File: config.mk
export PLATFORM = sky130hd
export DESIGN_NAME = fpi
export DESIGN_NICKNAME = d
export VERILOG_FILES = /design/src/verilog/fpu_pkg.sv /design/src/verilog/float_decode.sv /design/src/verilog/float_regfile.sv /design/src/verilog/fiu.sv /design/src/verilog/fmul_pipe.sv /design/src/verilog/fpi.sv
export VERILOG_INCLUDE_DIRS = /design/src /design/src/verilog
export SDC_FILE = /design/constraint.sdc
export NUM_CORES = 2
export LEC_CHECK = 0
export BUFFER_PORTS_ARGS = -buffer_cell sky130_fd_sc_hd__buf_4
export CAP_MARGIN = 20
export CORE_UTILIZATION = 39
export DETAILED_ROUTE_END_ITERATION = 8
export RECOVER_POWER = 50
export SYNTH_ARGS = -nofsm -noshare
export SYNTH_HDL_FRONTEND = slang
export SYNTH_SLANG_ARGS = --single-unit
File: constraint.sdc
create_clock -name clk -period 10.4 [get_ports clk]
set_clock_uncertainty 0.1 [all_clocks]
set_input_delay 1.56 -clock clk [delete_from_list [all_inputs] [get_ports clk]]
set_output_delay 1.56 -clock clk [all_outputs]
set_load 0.05 [all_outputs]
File: src/verilog/fpu_settings.svh
`ifndef FPU_SETTINGS_SVH
`define FPU_SETTINGS_SVH

// Float data width
`define FPU_FLEN      32

// Architectural float registers
`define FPU_NUM_REGS  32
`define FPU_REG_AW    5

// Single precision field layout
`define FPU_EXP_W     8
`define FPU_MANT_W    23
`define FPU_EXP_BIAS  127

`endif

File: src/verilog/fpu_pkg.sv
`include "fpu_settings.svh"

package fpu_pkg;

   typedef logic [`FPU_FLEN-1:0]         f_data_t;
   typedef logic [`FPU_REG_AW-1:0]       f_reg_addr_t;
   // Working exponent with room for carry and a negative result
   typedef logic signed [`FPU_EXP_W+1:0] f_exp_t;
   // Mantissa with the hidden one restored
   typedef logic [`FPU_MANT_W:0]         f_mant_t;
   typedef logic [2*`FPU_MANT_W+1:0]     f_prod_t;
   typedef logic [3:0]                   fiu_op_t;

   // R-type field split, also used for S-type stores
   typedef struct packed {
      logic [6:0]  funct7;
      f_reg_addr_t rs2;
      f_reg_addr_t rs1;
      logic [2:0]  funct3;
      f_reg_addr_t rd;
      logic [6:0]  opcode;
   } f_instr_t;

   localparam logic [6:0] OPC_LOAD_FP  = 7'b0000111;
   localparam logic [6:0] OPC_STORE_FP = 7'b0100111;
   localparam logic [6:0] OPC_OP_FP    = 7'b1010011;

   localparam logic [6:0] F7_FMUL      = 7'b0001000;
   localparam logic [6:0] F7_FSGNJ     = 7'b0010000;
   localparam logic [6:0] F7_FMINMAX   = 7'b0010100;
   localparam logic [6:0] F7_FCMP      = 7'b1010000;
   localparam logic [6:0] F7_FMVXW     = 7'b1110000;
   localparam logic [6:0] F7_FMVWX     = 7'b1111000;

   localparam logic [2:0] F3_WORD      = 3'b010;

   localparam fiu_op_t FIU_SGNJ  = 4'd0;
   localparam fiu_op_t FIU_SGNJN = 4'd1;
   localparam fiu_op_t FIU_SGNJX = 4'd2;
   localparam fiu_op_t FIU_MIN   = 4'd3;
   localparam fiu_op_t FIU_MAX   = 4'd4;
   localparam fiu_op_t FIU_EQ    = 4'd5;
   localparam fiu_op_t FIU_LT    = 4'd6;
   localparam fiu_op_t FIU_LE    = 4'd7;
   localparam fiu_op_t FIU_MVXW  = 4'd8;
   localparam fiu_op_t FIU_MVWX  = 4'd9;

   typedef struct packed {
      fiu_op_t fiu_op;
      logic    op_reads_frf1;
      logic    op_reads_frf2;
      logic    op_reads_rf1;
      logic    op_writes_frf;
      logic    op_writes_rf;
      logic    is_fmul_op;
      logic    is_load_op;
      logic    is_store_op;
   } f_decode_s;

   typedef struct packed {
      f_instr_t  instruction;
      f_decode_s decode;
   } f_id_s;

   typedef struct packed {
      f_instr_t  instruction;
      f_decode_s decode;
      f_data_t   frs1_val;
      f_data_t   frs2_val;
   } f_exe_s;

   typedef struct packed {
      f_reg_addr_t frd_addr;
      f_decode_s   decode;
      f_data_t     fiu_result;
   } f_mem_s;

   // Shared by WB and WB1
   typedef struct packed {
      logic        op_writes_frf;
      logic        is_fmul_op;
      f_reg_addr_t frd_addr;
      f_data_t     frf_data;
   } f_wb_s;

endpackage

File: src/verilog/float_decode.sv
module float_decode
(
   input  fpu_pkg::f_instr_t  instr_i,
   input  logic               instr_v_i,
   output fpu_pkg::f_decode_s decode_o
);
   import fpu_pkg::*;

   f_decode_s dec;
   logic      legal;

   always_comb
   begin
      dec   = '0;
      legal = 1'b0;
      case (instr_i.opcode)
         OPC_LOAD_FP:
         begin
            legal             = (instr_i.funct3 == F3_WORD);
            dec.op_writes_frf = 1'b1;
            dec.is_load_op    = 1'b1;
         end
         OPC_STORE_FP:
         begin
            // Store data comes from the rs2 field
            legal             = (instr_i.funct3 == F3_WORD);
            dec.op_reads_frf2 = 1'b1;
            dec.is_store_op   = 1'b1;
         end
         OPC_OP_FP:
         begin
            case (instr_i.funct7)
               F7_FMUL:
               begin
                  // Any rm value runs as round toward zero
                  legal             = 1'b1;
                  dec.op_reads_frf1 = 1'b1;
                  dec.op_reads_frf2 = 1'b1;
                  dec.op_writes_frf = 1'b1;
                  dec.is_fmul_op    = 1'b1;
               end
               F7_FSGNJ:
               begin
                  legal             = (instr_i.funct3 <= 3'b010);
                  dec.op_reads_frf1 = 1'b1;
                  dec.op_reads_frf2 = 1'b1;
                  dec.op_writes_frf = 1'b1;
                  case (instr_i.funct3)
                     3'b000:  dec.fiu_op = FIU_SGNJ;
                     3'b001:  dec.fiu_op = FIU_SGNJN;
                     default: dec.fiu_op = FIU_SGNJX;
                  endcase
               end
               F7_FMINMAX:
               begin
                  legal             = (instr_i.funct3 <= 3'b001);
                  dec.op_reads_frf1 = 1'b1;
                  dec.op_reads_frf2 = 1'b1;
                  dec.op_writes_frf = 1'b1;
                  dec.fiu_op        = instr_i.funct3[0] ? FIU_MAX : FIU_MIN;
               end
               F7_FCMP:
               begin
                  legal             = (instr_i.funct3 <= 3'b010);
                  dec.op_reads_frf1 = 1'b1;
                  dec.op_reads_frf2 = 1'b1;
                  dec.op_writes_rf  = 1'b1;
                  case (instr_i.funct3)
                     3'b010:  dec.fiu_op = FIU_EQ;
                     3'b001:  dec.fiu_op = FIU_LT;
                     default: dec.fiu_op = FIU_LE;
                  endcase
               end
               F7_FMVXW:
               begin
                  legal             = (instr_i.funct3 == 3'b000) && (instr_i.rs2 == '0);
                  dec.op_reads_frf1 = 1'b1;
                  dec.op_writes_rf  = 1'b1;
                  dec.fiu_op        = FIU_MVXW;
               end
               F7_FMVWX:
               begin
                  legal             = (instr_i.funct3 == 3'b000) && (instr_i.rs2 == '0);
                  dec.op_reads_rf1  = 1'b1;
                  dec.op_writes_frf = 1'b1;
                  dec.fiu_op        = FIU_MVWX;
               end
               default:
                  legal = 1'b0;
            endcase
         end
         default:
            legal = 1'b0;
      endcase
      // Unknown or absent instruction becomes a bubble
      decode_o = (instr_v_i && legal) ? dec : '0;
   end

endmodule

File: src/verilog/float_regfile.sv
`include "fpu_settings.svh"

module float_regfile
(
   input  logic                 clk,
   input  logic                 reset,
   input  logic                 we_i,
   input  fpu_pkg::f_reg_addr_t waddr_i,
   input  fpu_pkg::f_data_t     wdata_i,
   input  fpu_pkg::f_reg_addr_t raddr1_i,
   input  fpu_pkg::f_reg_addr_t raddr2_i,
   output fpu_pkg::f_data_t     rdata1_o,
   output fpu_pkg::f_data_t     rdata2_o
);
   import fpu_pkg::*;

   f_data_t regs [`FPU_NUM_REGS];

   always_ff @(posedge clk)
   begin
      if (reset)
      begin
         for (int i = 0; i < `FPU_NUM_REGS; i++)
         begin
            regs[i] <= '0;
         end
      end
      else if (we_i)
      begin
         regs[waddr_i] <= wdata_i;
      end
   end

   // Write-through, a reader of the register being written sees the new value
   assign rdata1_o = (we_i && (raddr1_i == waddr_i)) ? wdata_i : regs[raddr1_i];
   assign rdata2_o = (we_i && (raddr2_i == waddr_i)) ? wdata_i : regs[raddr2_i];

endmodule

File: src/verilog/fiu.sv
module fiu
(
   input  fpu_pkg::fiu_op_t op_i,
   input  fpu_pkg::f_data_t frs1_i,
   input  fpu_pkg::f_data_t frs2_i,
   input  fpu_pkg::f_data_t int_i,
   output fpu_pkg::f_data_t result_o
);
   import fpu_pkg::*;

   localparam int SB = $bits(f_data_t) - 1;

   logic          sign_a;
   logic          sign_b;
   logic [SB-1:0] mag_a;
   logic [SB-1:0] mag_b;
   logic          both_zero;
   logic          ordered_lt;
   logic          equal;

   assign sign_a    = frs1_i[SB];
   assign sign_b    = frs2_i[SB];
   assign mag_a     = frs1_i[SB-1:0];
   assign mag_b     = frs2_i[SB-1:0];
   assign both_zero = (mag_a == '0) && (mag_b == '0);
   // Plus and minus zero compare equal
   assign equal     = (frs1_i == frs2_i) || both_zero;

   // Total order on sign and magnitude, -0 sits below +0
   always_comb
   begin
      if (sign_a != sign_b)
         ordered_lt = sign_a;
      else if (sign_a)
         ordered_lt = mag_a > mag_b;
      else
         ordered_lt = mag_a < mag_b;
   end

   always_comb
   begin
      case (op_i)
         FIU_SGNJ:  result_o = {sign_b, mag_a};
         FIU_SGNJN: result_o = {~sign_b, mag_a};
         FIU_SGNJX: result_o = {sign_a ^ sign_b, mag_a};
         FIU_MIN:   result_o = ordered_lt ? frs1_i : frs2_i;
         FIU_MAX:   result_o = ordered_lt ? frs2_i : frs1_i;
         FIU_EQ:    result_o = f_data_t'(equal);
         FIU_LT:    result_o = f_data_t'(ordered_lt && !both_zero);
         FIU_LE:    result_o = f_data_t'((ordered_lt && !both_zero) || equal);
         FIU_MVXW:  result_o = frs1_i;
         FIU_MVWX:  result_o = int_i;
         default:   result_o = '0;
      endcase
   end

endmodule

File: src/verilog/fmul_pipe.sv
`include "fpu_settings.svh"

module fmul_pipe
(
   input  logic             clk,
   input  logic             reset,
   input  logic             en_i,
   input  logic             start_i,
   input  fpu_pkg::f_data_t a_i,
   input  fpu_pkg::f_data_t b_i,
   output fpu_pkg::f_data_t product_o
);
   import fpu_pkg::*;

   localparam int EW = `FPU_EXP_W;
   localparam int MW = `FPU_MANT_W;
   localparam int SB = `FPU_FLEN - 1;

   logic [EW-1:0] a_exp;
   logic [EW-1:0] b_exp;

   // Stage 1, operands unpacked
   logic          s1_valid;
   logic          s1_sign;
   logic          s1_zero;
   f_exp_t        s1_exp;
   f_mant_t       s1_mant_a;
   f_mant_t       s1_mant_b;

   // Stage 2, raw mantissa product
   logic          s2_valid;
   logic          s2_sign;
   logic          s2_zero;
   f_exp_t        s2_exp;
   f_prod_t       s2_prod;

   // Stage 3, packed result
   logic          s3_valid;
   f_data_t       s3_result;

   logic          norm_shift;
   f_exp_t        res_exp;
   logic [MW-1:0] res_mant;
   logic          underflow;

   assign a_exp = a_i[SB-1 -: EW];
   assign b_exp = b_i[SB-1 -: EW];

   // Product of 1.x by 1.y lies in [1,4), so one bit of normalization is enough
   assign norm_shift = s2_prod[2*MW+1];
   assign res_exp    = s2_exp + $signed({{(EW+1){1'b0}}, norm_shift});
   assign res_mant   = norm_shift ? s2_prod[2*MW -: MW] : s2_prod[2*MW-1 -: MW];
   assign underflow  = res_exp[EW+1] || (res_exp == '0);

   always_ff @(posedge clk)
   begin
      if (reset)
      begin
         s1_valid <= 1'b0;
         s2_valid <= 1'b0;
         s3_valid <= 1'b0;
      end
      else if (en_i)
      begin
         s1_valid <= start_i;
         s2_valid <= s1_valid;
         s3_valid <= s2_valid;
      end
   end

   always_ff @(posedge clk)
   begin
      if (en_i)
      begin
         s1_sign   <= a_i[SB] ^ b_i[SB];
         // Zero and subnormal inputs both count as zero
         s1_zero   <= (a_exp == '0) || (b_exp == '0);
         s1_exp    <= $signed({2'b00, a_exp}) + $signed({2'b00, b_exp})
                      - f_exp_t'(`FPU_EXP_BIAS);
         s1_mant_a <= {1'b1, a_i[MW-1:0]};
         s1_mant_b <= {1'b1, b_i[MW-1:0]};

         s2_sign   <= s1_sign;
         s2_zero   <= s1_zero;
         s2_exp    <= s1_exp;
         s2_prod   <= s1_mant_a * s1_mant_b;

         // Truncation gives round toward zero, tiny results flush to signed zero
         if (s2_zero || underflow)
            s3_result <= {s2_sign, {SB{1'b0}}};
         else
            s3_result <= {s2_sign, res_exp[EW-1:0], res_mant};
      end
   end

   assign product_o = s3_valid ? s3_result : '0;

endmodule

File: src/verilog/fpi.sv
module fpi
(
   input  logic              clk,
   input  logic              reset,
   input  fpu_pkg::f_instr_t instr_i,
   input  logic              instr_v_i,
   input  logic              stall_i,
   input  logic              flush_i,
   input  fpu_pkg::f_data_t  int_operand_i,
   input  fpu_pkg::f_data_t  load_data_i,
   output fpu_pkg::f_data_t  int_result_o,
   output logic              int_valid_o,
   output fpu_pkg::f_data_t  store_data_o,
   output logic              store_valid_o,
   output logic              dep_stall_o
);
   import fpu_pkg::*;

   f_id_s     id;
   f_exe_s    exe;
   f_mem_s    mem;
   f_wb_s     wb;
   f_wb_s     wb1;

   f_decode_s id_decode;
   logic      rs1_mul_dep;
   logic      rs2_mul_dep;
   logic      dep_stall;
   logic      frf_we;
   f_data_t   frf_rs1;
   f_data_t   frf_rs2;
   f_data_t   mem_data;
   f_data_t   wb1_data;
   f_data_t   frs1_fwd;
   f_data_t   frs2_fwd;
   f_data_t   fiu_int;
   f_data_t   fiu_result;
   f_data_t   fmul_product;

   // A multiply result is not ready before WB1
   function automatic logic mul_pending(f_reg_addr_t addr, f_exe_s e, f_mem_s m, f_wb_s w);
      logic hit;
      hit = (e.decode.is_fmul_op && (addr == e.instruction.rd))
         || (m.decode.is_fmul_op && (addr == m.frd_addr))
         || (w.is_fmul_op && (addr == w.frd_addr));
      return hit;
   endfunction

   // Youngest producer wins
   function automatic f_data_t forward(
      f_reg_addr_t addr,
      f_data_t     reg_val,
      f_mem_s      m,
      f_data_t     m_data,
      f_wb_s       w,
      f_wb_s       w1,
      f_data_t     w1_data
   );
      f_data_t val;
      if (m.decode.op_writes_frf && (addr == m.frd_addr))
         val = m_data;
      else if (w.op_writes_frf && (addr == w.frd_addr))
         val = w.frf_data;
      else if (w1.op_writes_frf && (addr == w1.frd_addr))
         val = w1_data;
      else
         val = reg_val;
      return val;
   endfunction

   float_decode u_decode
   (
      .instr_i   (instr_i),
      .instr_v_i (instr_v_i),
      .decode_o  (id_decode)
   );

   assign rs1_mul_dep = id.decode.op_reads_frf1 && mul_pending(id.instruction.rs1, exe, mem, wb);
   assign rs2_mul_dep = id.decode.op_reads_frf2 && mul_pending(id.instruction.rs2, exe, mem, wb);
   assign dep_stall   = rs1_mul_dep || rs2_mul_dep;

   // Flush drops the ID instruction and the one being offered
   always_ff @(posedge clk)
   begin
      if (reset)
         id <= '0;
      else if (!stall_i)
      begin
         if (flush_i)
            id <= '0;
         else if (!dep_stall)
            id <= '{instruction: instr_i, decode: id_decode};
      end
   end

   assign frf_we = wb1.op_writes_frf && !stall_i;

   float_regfile u_frf
   (
      .clk      (clk),
      .reset    (reset),
      .we_i     (frf_we),
      .waddr_i  (wb1.frd_addr),
      .wdata_i  (wb1_data),
      .raddr1_i (id.instruction.rs1),
      .raddr2_i (id.instruction.rs2),
      .rdata1_o (frf_rs1),
      .rdata2_o (frf_rs2)
   );

   // Bubble into EXE while ID waits on a multiply
   always_ff @(posedge clk)
   begin
      if (reset)
         exe <= '0;
      else if (!stall_i)
      begin
         if (flush_i || dep_stall)
            exe <= '0;
         else
            exe <= '{instruction: id.instruction, decode: id.decode,
                     frs1_val: frf_rs1, frs2_val: frf_rs2};
      end
   end

   assign mem_data = mem.decode.is_load_op ? load_data_i : mem.fiu_result;
   assign wb1_data = wb1.is_fmul_op ? fmul_product : wb1.frf_data;

   always_comb
   begin
      frs1_fwd = forward(exe.instruction.rs1, exe.frs1_val, mem, mem_data, wb, wb1, wb1_data);
      frs2_fwd = forward(exe.instruction.rs2, exe.frs2_val, mem, mem_data, wb, wb1, wb1_data);
   end

   // Integer operand only matters for FMV.W.X
   assign fiu_int = exe.decode.op_reads_rf1 ? int_operand_i : '0;

   fiu u_fiu
   (
      .op_i     (exe.decode.fiu_op),
      .frs1_i   (frs1_fwd),
      .frs2_i   (frs2_fwd),
      .int_i    (fiu_int),
      .result_o (fiu_result)
   );

   // Started from EXE so the product lines up with WB1
   fmul_pipe u_fmul
   (
      .clk       (clk),
      .reset     (reset),
      .en_i      (!stall_i),
      .start_i   (exe.decode.is_fmul_op),
      .a_i       (frs1_fwd),
      .b_i       (frs2_fwd),
      .product_o (fmul_product)
   );

   always_ff @(posedge clk)
   begin
      if (reset)
      begin
         mem <= '0;
         wb  <= '0;
         wb1 <= '0;
      end
      else if (!stall_i)
      begin
         mem <= '{frd_addr: exe.instruction.rd, decode: exe.decode, fiu_result: fiu_result};
         wb  <= '{op_writes_frf: mem.decode.op_writes_frf, is_fmul_op: mem.decode.is_fmul_op,
                  frd_addr: mem.frd_addr, frf_data: mem_data};
         wb1 <= wb;
      end
   end

   assign int_result_o  = fiu_result;
   assign store_data_o  = frs2_fwd;
   // One strobe per instruction even when EXE is held
   assign int_valid_o   = exe.decode.op_writes_rf && !stall_i;
   assign store_valid_o = exe.decode.is_store_op && !stall_i;
   assign dep_stall_o   = dep_stall;

endmodule

==> insert_results.sql <==
INSERT INTO impl_metrics (metric_group, metric, value, unit) VALUES
('layout', 'multi_input_comb_area', '45400', 'um^2'),
('power_and_ir_drop', 'powerDensity', '184', 'nW/um^2'),
('die', 'floorplan.die_area', '230000', 'um^2'),
('clocking', 'cts_tree', 'done', ''),
('layout', 'num-nets-final', '8056', ''),
('synth', 'synth_cells', '7363', ''),
('clocking', 'tritoncts.num_buffers', '149', ''),
('outcome', 'violations', 'capacitance limit, slew limit', ''),
('min_path', 'hold_path_class', 'flip-flop to flip-flop', ''),
('clocking', 'clockBufferDepth', '3', ''),
('routing', 'detail_route.iter0.violations', '8075', ''),
('power_and_ir_drop', 'leakage', '0.0367', 'uW'),
('worst_setup_path', 'crit_type', 'input pin to flip-flop', ''),
('grt', 'antenna_violations_before_repair', '10', ''),
('clocking', 'worst_setup_hold_path_clk_slew', '0.06', 'ns'),
('grt', 'globalRouteOverflowTotal', '0', ''),
('routing', 'wl', '304', 'mm'),
('grt', 'grt_pass1_vias', '62700', ''),
('clocking', 'clock_latency', '0.81', 'ns'),
('sta', 'grt_setup_unrepaired', 'false', ''),
('grt', 'grt_max_degree', '119', ''),
('placement', 'dpl.hpwl', '194', 'mm'),
('clocking', 'cts-htree-levels', '4', ''),
('sta', 'period_minus_slack', '9.74', 'ns'),
('die', 'placement_rows', '175', ''),
('synth', 'post_synth_edffs', '1151', ''),
('sta', 'fin_ws', '0.655', 'ns'),
('clocking', 'cts_sinks', '1395', ''),
('layout', 'final-seq-area', '39500', 'um^2'),
('job', 'cap_viol_max_count', '15', ''),
('worst_setup_path', 'end_kind', 'flip-flop', ''),
('placement', 'place.gp.congestion', '0.896', ''),
('worst_setup_path', 'worstSetupStartpoint', 'stall_i', ''),
('synth', 'yosysUniqueCellTypes', '77', ''),
('routing', 'route.antenna.remaining_nets', '0', ''),
('die', 'starting_density', '39.2', '%'),
('grt', 'groute.usage.overall', '26.2', '%'),
('die', 'coreArea', '227000', 'um^2'),
('sta', 'max_slew_headroom', '-212', '%'),
('layout', 'filler_cell_count', '20800', ''),
('layout', 'drive_gt1_share', '19.1', '%'),
('synth', 'synth_area', '89100', 'um^2'),
('power_and_ir_drop', 'vdd.ir_drop.worst', '321', 'uV'),
('worst_setup_path', 'cp.required', '10.75', 'ns'),
('outcome', 'outcome', 'complete, but fails checks', ''),
('synth', 'synth_area_per_cell', '12.1', 'um^2'),
('sta', 'worst_pin_slew', '4.65', 'ns'),
('routing', 'drc', '0', ''),
('worst_setup_path', 'worst-endpoint-arrival', '10.10', 'ns'),
('clocking', 'clock_root_buffer', 'sky130_fd_sc_hd__clkbuf_16', ''),
('layout', 'postLayoutCoreUtil', '43.5', '%'),
('routing', 'routed_via_density', '6.02', ''),
('synth', 'dominantRegCellSynth', 'sky130_fd_sc_hd__edfxtp_1', ''),
('sta', 'hold_slack', '0.315', 'ns'),
('die', 'die_x', '480', 'um'),
('worst_setup_path', 'path_max_fanout', '101', ''),
('synth', 'postSynth.asyncResetShare', '0', '%'),
('synth', 'synth.net_count', '8157', ''),
('synth', 'synth-seq-area-share', '44.3', '%'),
('placement', 'count_of_buffers_inserted_at_the_top_level_ports', '167', ''),
('routing', 'drt-wirelength-per-cell', '29.2', 'um'),
('sta', 'totalNegativeSetupSlack', '0', 'ns'),
('synth', 'yosys_warnings', '0', ''),
('sta', 'finalHoldViolations', '0', ''),
('sta', 'max_clock_freq', '103', 'MHz'),
('clocking', 'post_cts.resized_instances', '0', ''),
('sta', 'setup_viol', '0', ''),
('worst_setup_path', 'reg2reg_from', 'u_fmul.s1_mant_b[8]', ''),
('die', 'die_h', '480', 'um'),
('clocking', 'postCtsSetupRepairBufs', '0', ''),
('routing', 'num_vias', '62600', ''),
('sta', 'slew_violations', '718', ''),
('grt', 'grt_first_pass_wirelength', '439', 'mm'),
('routing', 'detail_route.first_pass.iterations', '8', ''),
('min_path', 'worstHoldStart', 'u_fmul.s1_exp[9]', ''),
('clocking', 'post_cts_hold_buffer_count', '0', ''),
('placement', 'placement.setup.worst_slack', '1.99', 'ns'),
('synth', 'postSynthRegisterBits', '1395', ''),
('die', 'io_pins', '168', ''),
('layout', 'areaGrowthSynthToFinish', '10.8', '%'),
('worst_setup_path', 'timing.critical_path.from_type', 'input pin', ''),
('sta', 'timing.final.crit_share', '93.7', '%');
## worst paths after layout
check	to	slack, ns	cells after the start
worst max register to register	u_fmul.s2_prod[46]	1.86	27
worst max-delay path	u_frf.regs[22][28]	0.66	9
worst min register to register	u_fmul.s2_exp[9]	0.32	0
worst min-delay path	u_fmul.s2_exp[9]	0.32	0
## critical path: stages
cell	delay [ns]
sky130_fd_sc_hd__clkbuf_8	0.40
sky130_fd_sc_hd__clkinvlp_2	3.55
sky130_fd_sc_hd__nand4_1	1.09
sky130_fd_sc_hd__nor2_1	0.08
sky130_fd_sc_hd__clkbuf_1	0.47
sky130_fd_sc_hd__nand2_1	0.18
sky130_fd_sc_hd__clkbuf_1	2.13
sky130_fd_sc_hd__nand2_2	0.03
sky130_fd_sc_hd__buf_4	0.46
## through the flow
stage | total power [uW] | cells | area, um^2
after floorplan | 10900 | 7363 | 89100
after global routing | 19100 | 10400 | 98700
after CTS | 18200 | 10400 | 98900
after global placement | 12700 | 10100 | 93900
after detailed placement | 12800 | 10100 | 94000
final | 18200 | 10400 | 98800
## state kept, by name, summed over array words and instances (netlist names), named ones only
register	count
u_frf.regs	1024
exe	89
mem	39
wb1	38
wb	38
u_fmul.s3_result	32
id	27
u_fmul.s2_prod	25
u_fmul.s1_mant_a	23
u_fmul.s1_mant_b	23
u_fmul.s1_exp	10
u_fmul.s2_exp	10
u_fmul.s1_sign	1
u_fmul.s1_valid	1
u_fmul.s1_zero	1
u_fmul.s2_sign	1
u_fmul.s2_valid	1
u_fmul.s2_zero	1
u_fmul.s3_valid	1
## kinds of logic after synthesis
logic type | count (synthesis) | share of synthesized area, %
XOR/XNOR | 116 | 1.15
flip-flops | 1395 | 44.3
AO/OA/AOI/OAI | 721 | 5.46
AND/OR/NAND/NOR | 2279 | 10.8
buffers and inverters | 1273 | 5.45
adder cells (fa/ha/maj) | 693 | 13.8
multiplexers | 886 | 19.1
## Yosys cell counts, drive strengths merged (4+ instances only)
master   number  area, um^2
nor3b         6        45.0
a21oi       148         744
xnor2        49         429
dfxtp       244        4880
ha          211        2640
clkbuf      518        1940
edfxtp     1151       34600
a21o         80         601
o31ai         5        37.5
nand2       506        1900
nand3        29         145
nor3         47         235
and3          9        56.3
o21a          7        52.6
mux4        640       14400
xor2         67         594
mux2i       142        1420
o211ai        7        52.6
a211oi       61         458
o22a         15         131
a31oi        31         194
or2           5        31.3
a221oi       12         105
o211a         5        50.1
o22ai        35         219
nand4        27         169
a211o         9        78.8
nand2b        9        56.3
a22oi       132         991
a2bb2oi       5        50.0
o21ai       100         500
a311oi       25         219
and2        242        1510
nor2b        13        81.3
a21boi       14         105
o21bai        8        60.1
nor4         27         190
nor2       1337        5020
or3           4        25.0
mux2        104        1170
fa          482        9650
buf         114         503
inv         639        2400
## final cells by class
| cell class | count | area share (%) |
|---|---|---|
| diodes | 7 | 0.0177 |
| clock buffers | 196 | 4.16 |
| clock inverters | 83 | 0.786 |
| inverters | 641 | 2.44 |
| multi-input cells | 4695 | 45.9 |
| flip-flops and latches | 1395 | 40.0 |
| well taps | 3009 | 3.81 |
| repair buffers | 380 | 2.88 |
## where the power goes
group / switching [uW] / leakage [uW] / internal (uW)
Combinational: 3590 / 0.0206 / 2470
Sequential: 201 / 0.0137 / 6490
Clock: 2380 / 0.00238 / 3030
Total: 6170 / 0.0367 / 12000
## layout by cell type (no fill, tap or decap), drive strengths merged, types with 61 or more instances in the layout
| cell type | synthesis | layout |
|---|---|---|
| dfxtp | 244 | 244 |
| a21o | 80 | 80 |
| fa | 482 | 482 |
| buf | 114 | 346 |
| a22oi | 132 | 132 |
| a21oi | 148 | 148 |
| clkinv | 2 | 67 |
| ha | 211 | 211 |
| nand2 | 506 | 506 |
| edfxtp | 1151 | 1151 |
| o21ai | 100 | 100 |
| clkbuf | 518 | 230 |
| nor2 | 1337 | 1337 |
| mux4 | 640 | 640 |
| and2 | 242 | 242 |
| inv | 639 | 643 |
| xor2 | 67 | 67 |
| mux2 | 104 | 104 |
| a211oi | 61 | 61 |
| mux2i | 142 | 142 |
## metal layers
layer / up-vias / track usage [%] / share of wire [%]
met5: - / 0 / 0.019
met4: 8 / 12.6 / 5.4
met3: 643 / 6.57 / 12
met2: 3892 / 39.4 / 44
met1: 32300 / 35.6 / 39
li1: 25800 / - / -
No activity file was read; power rests on OpenSTA's default activity.
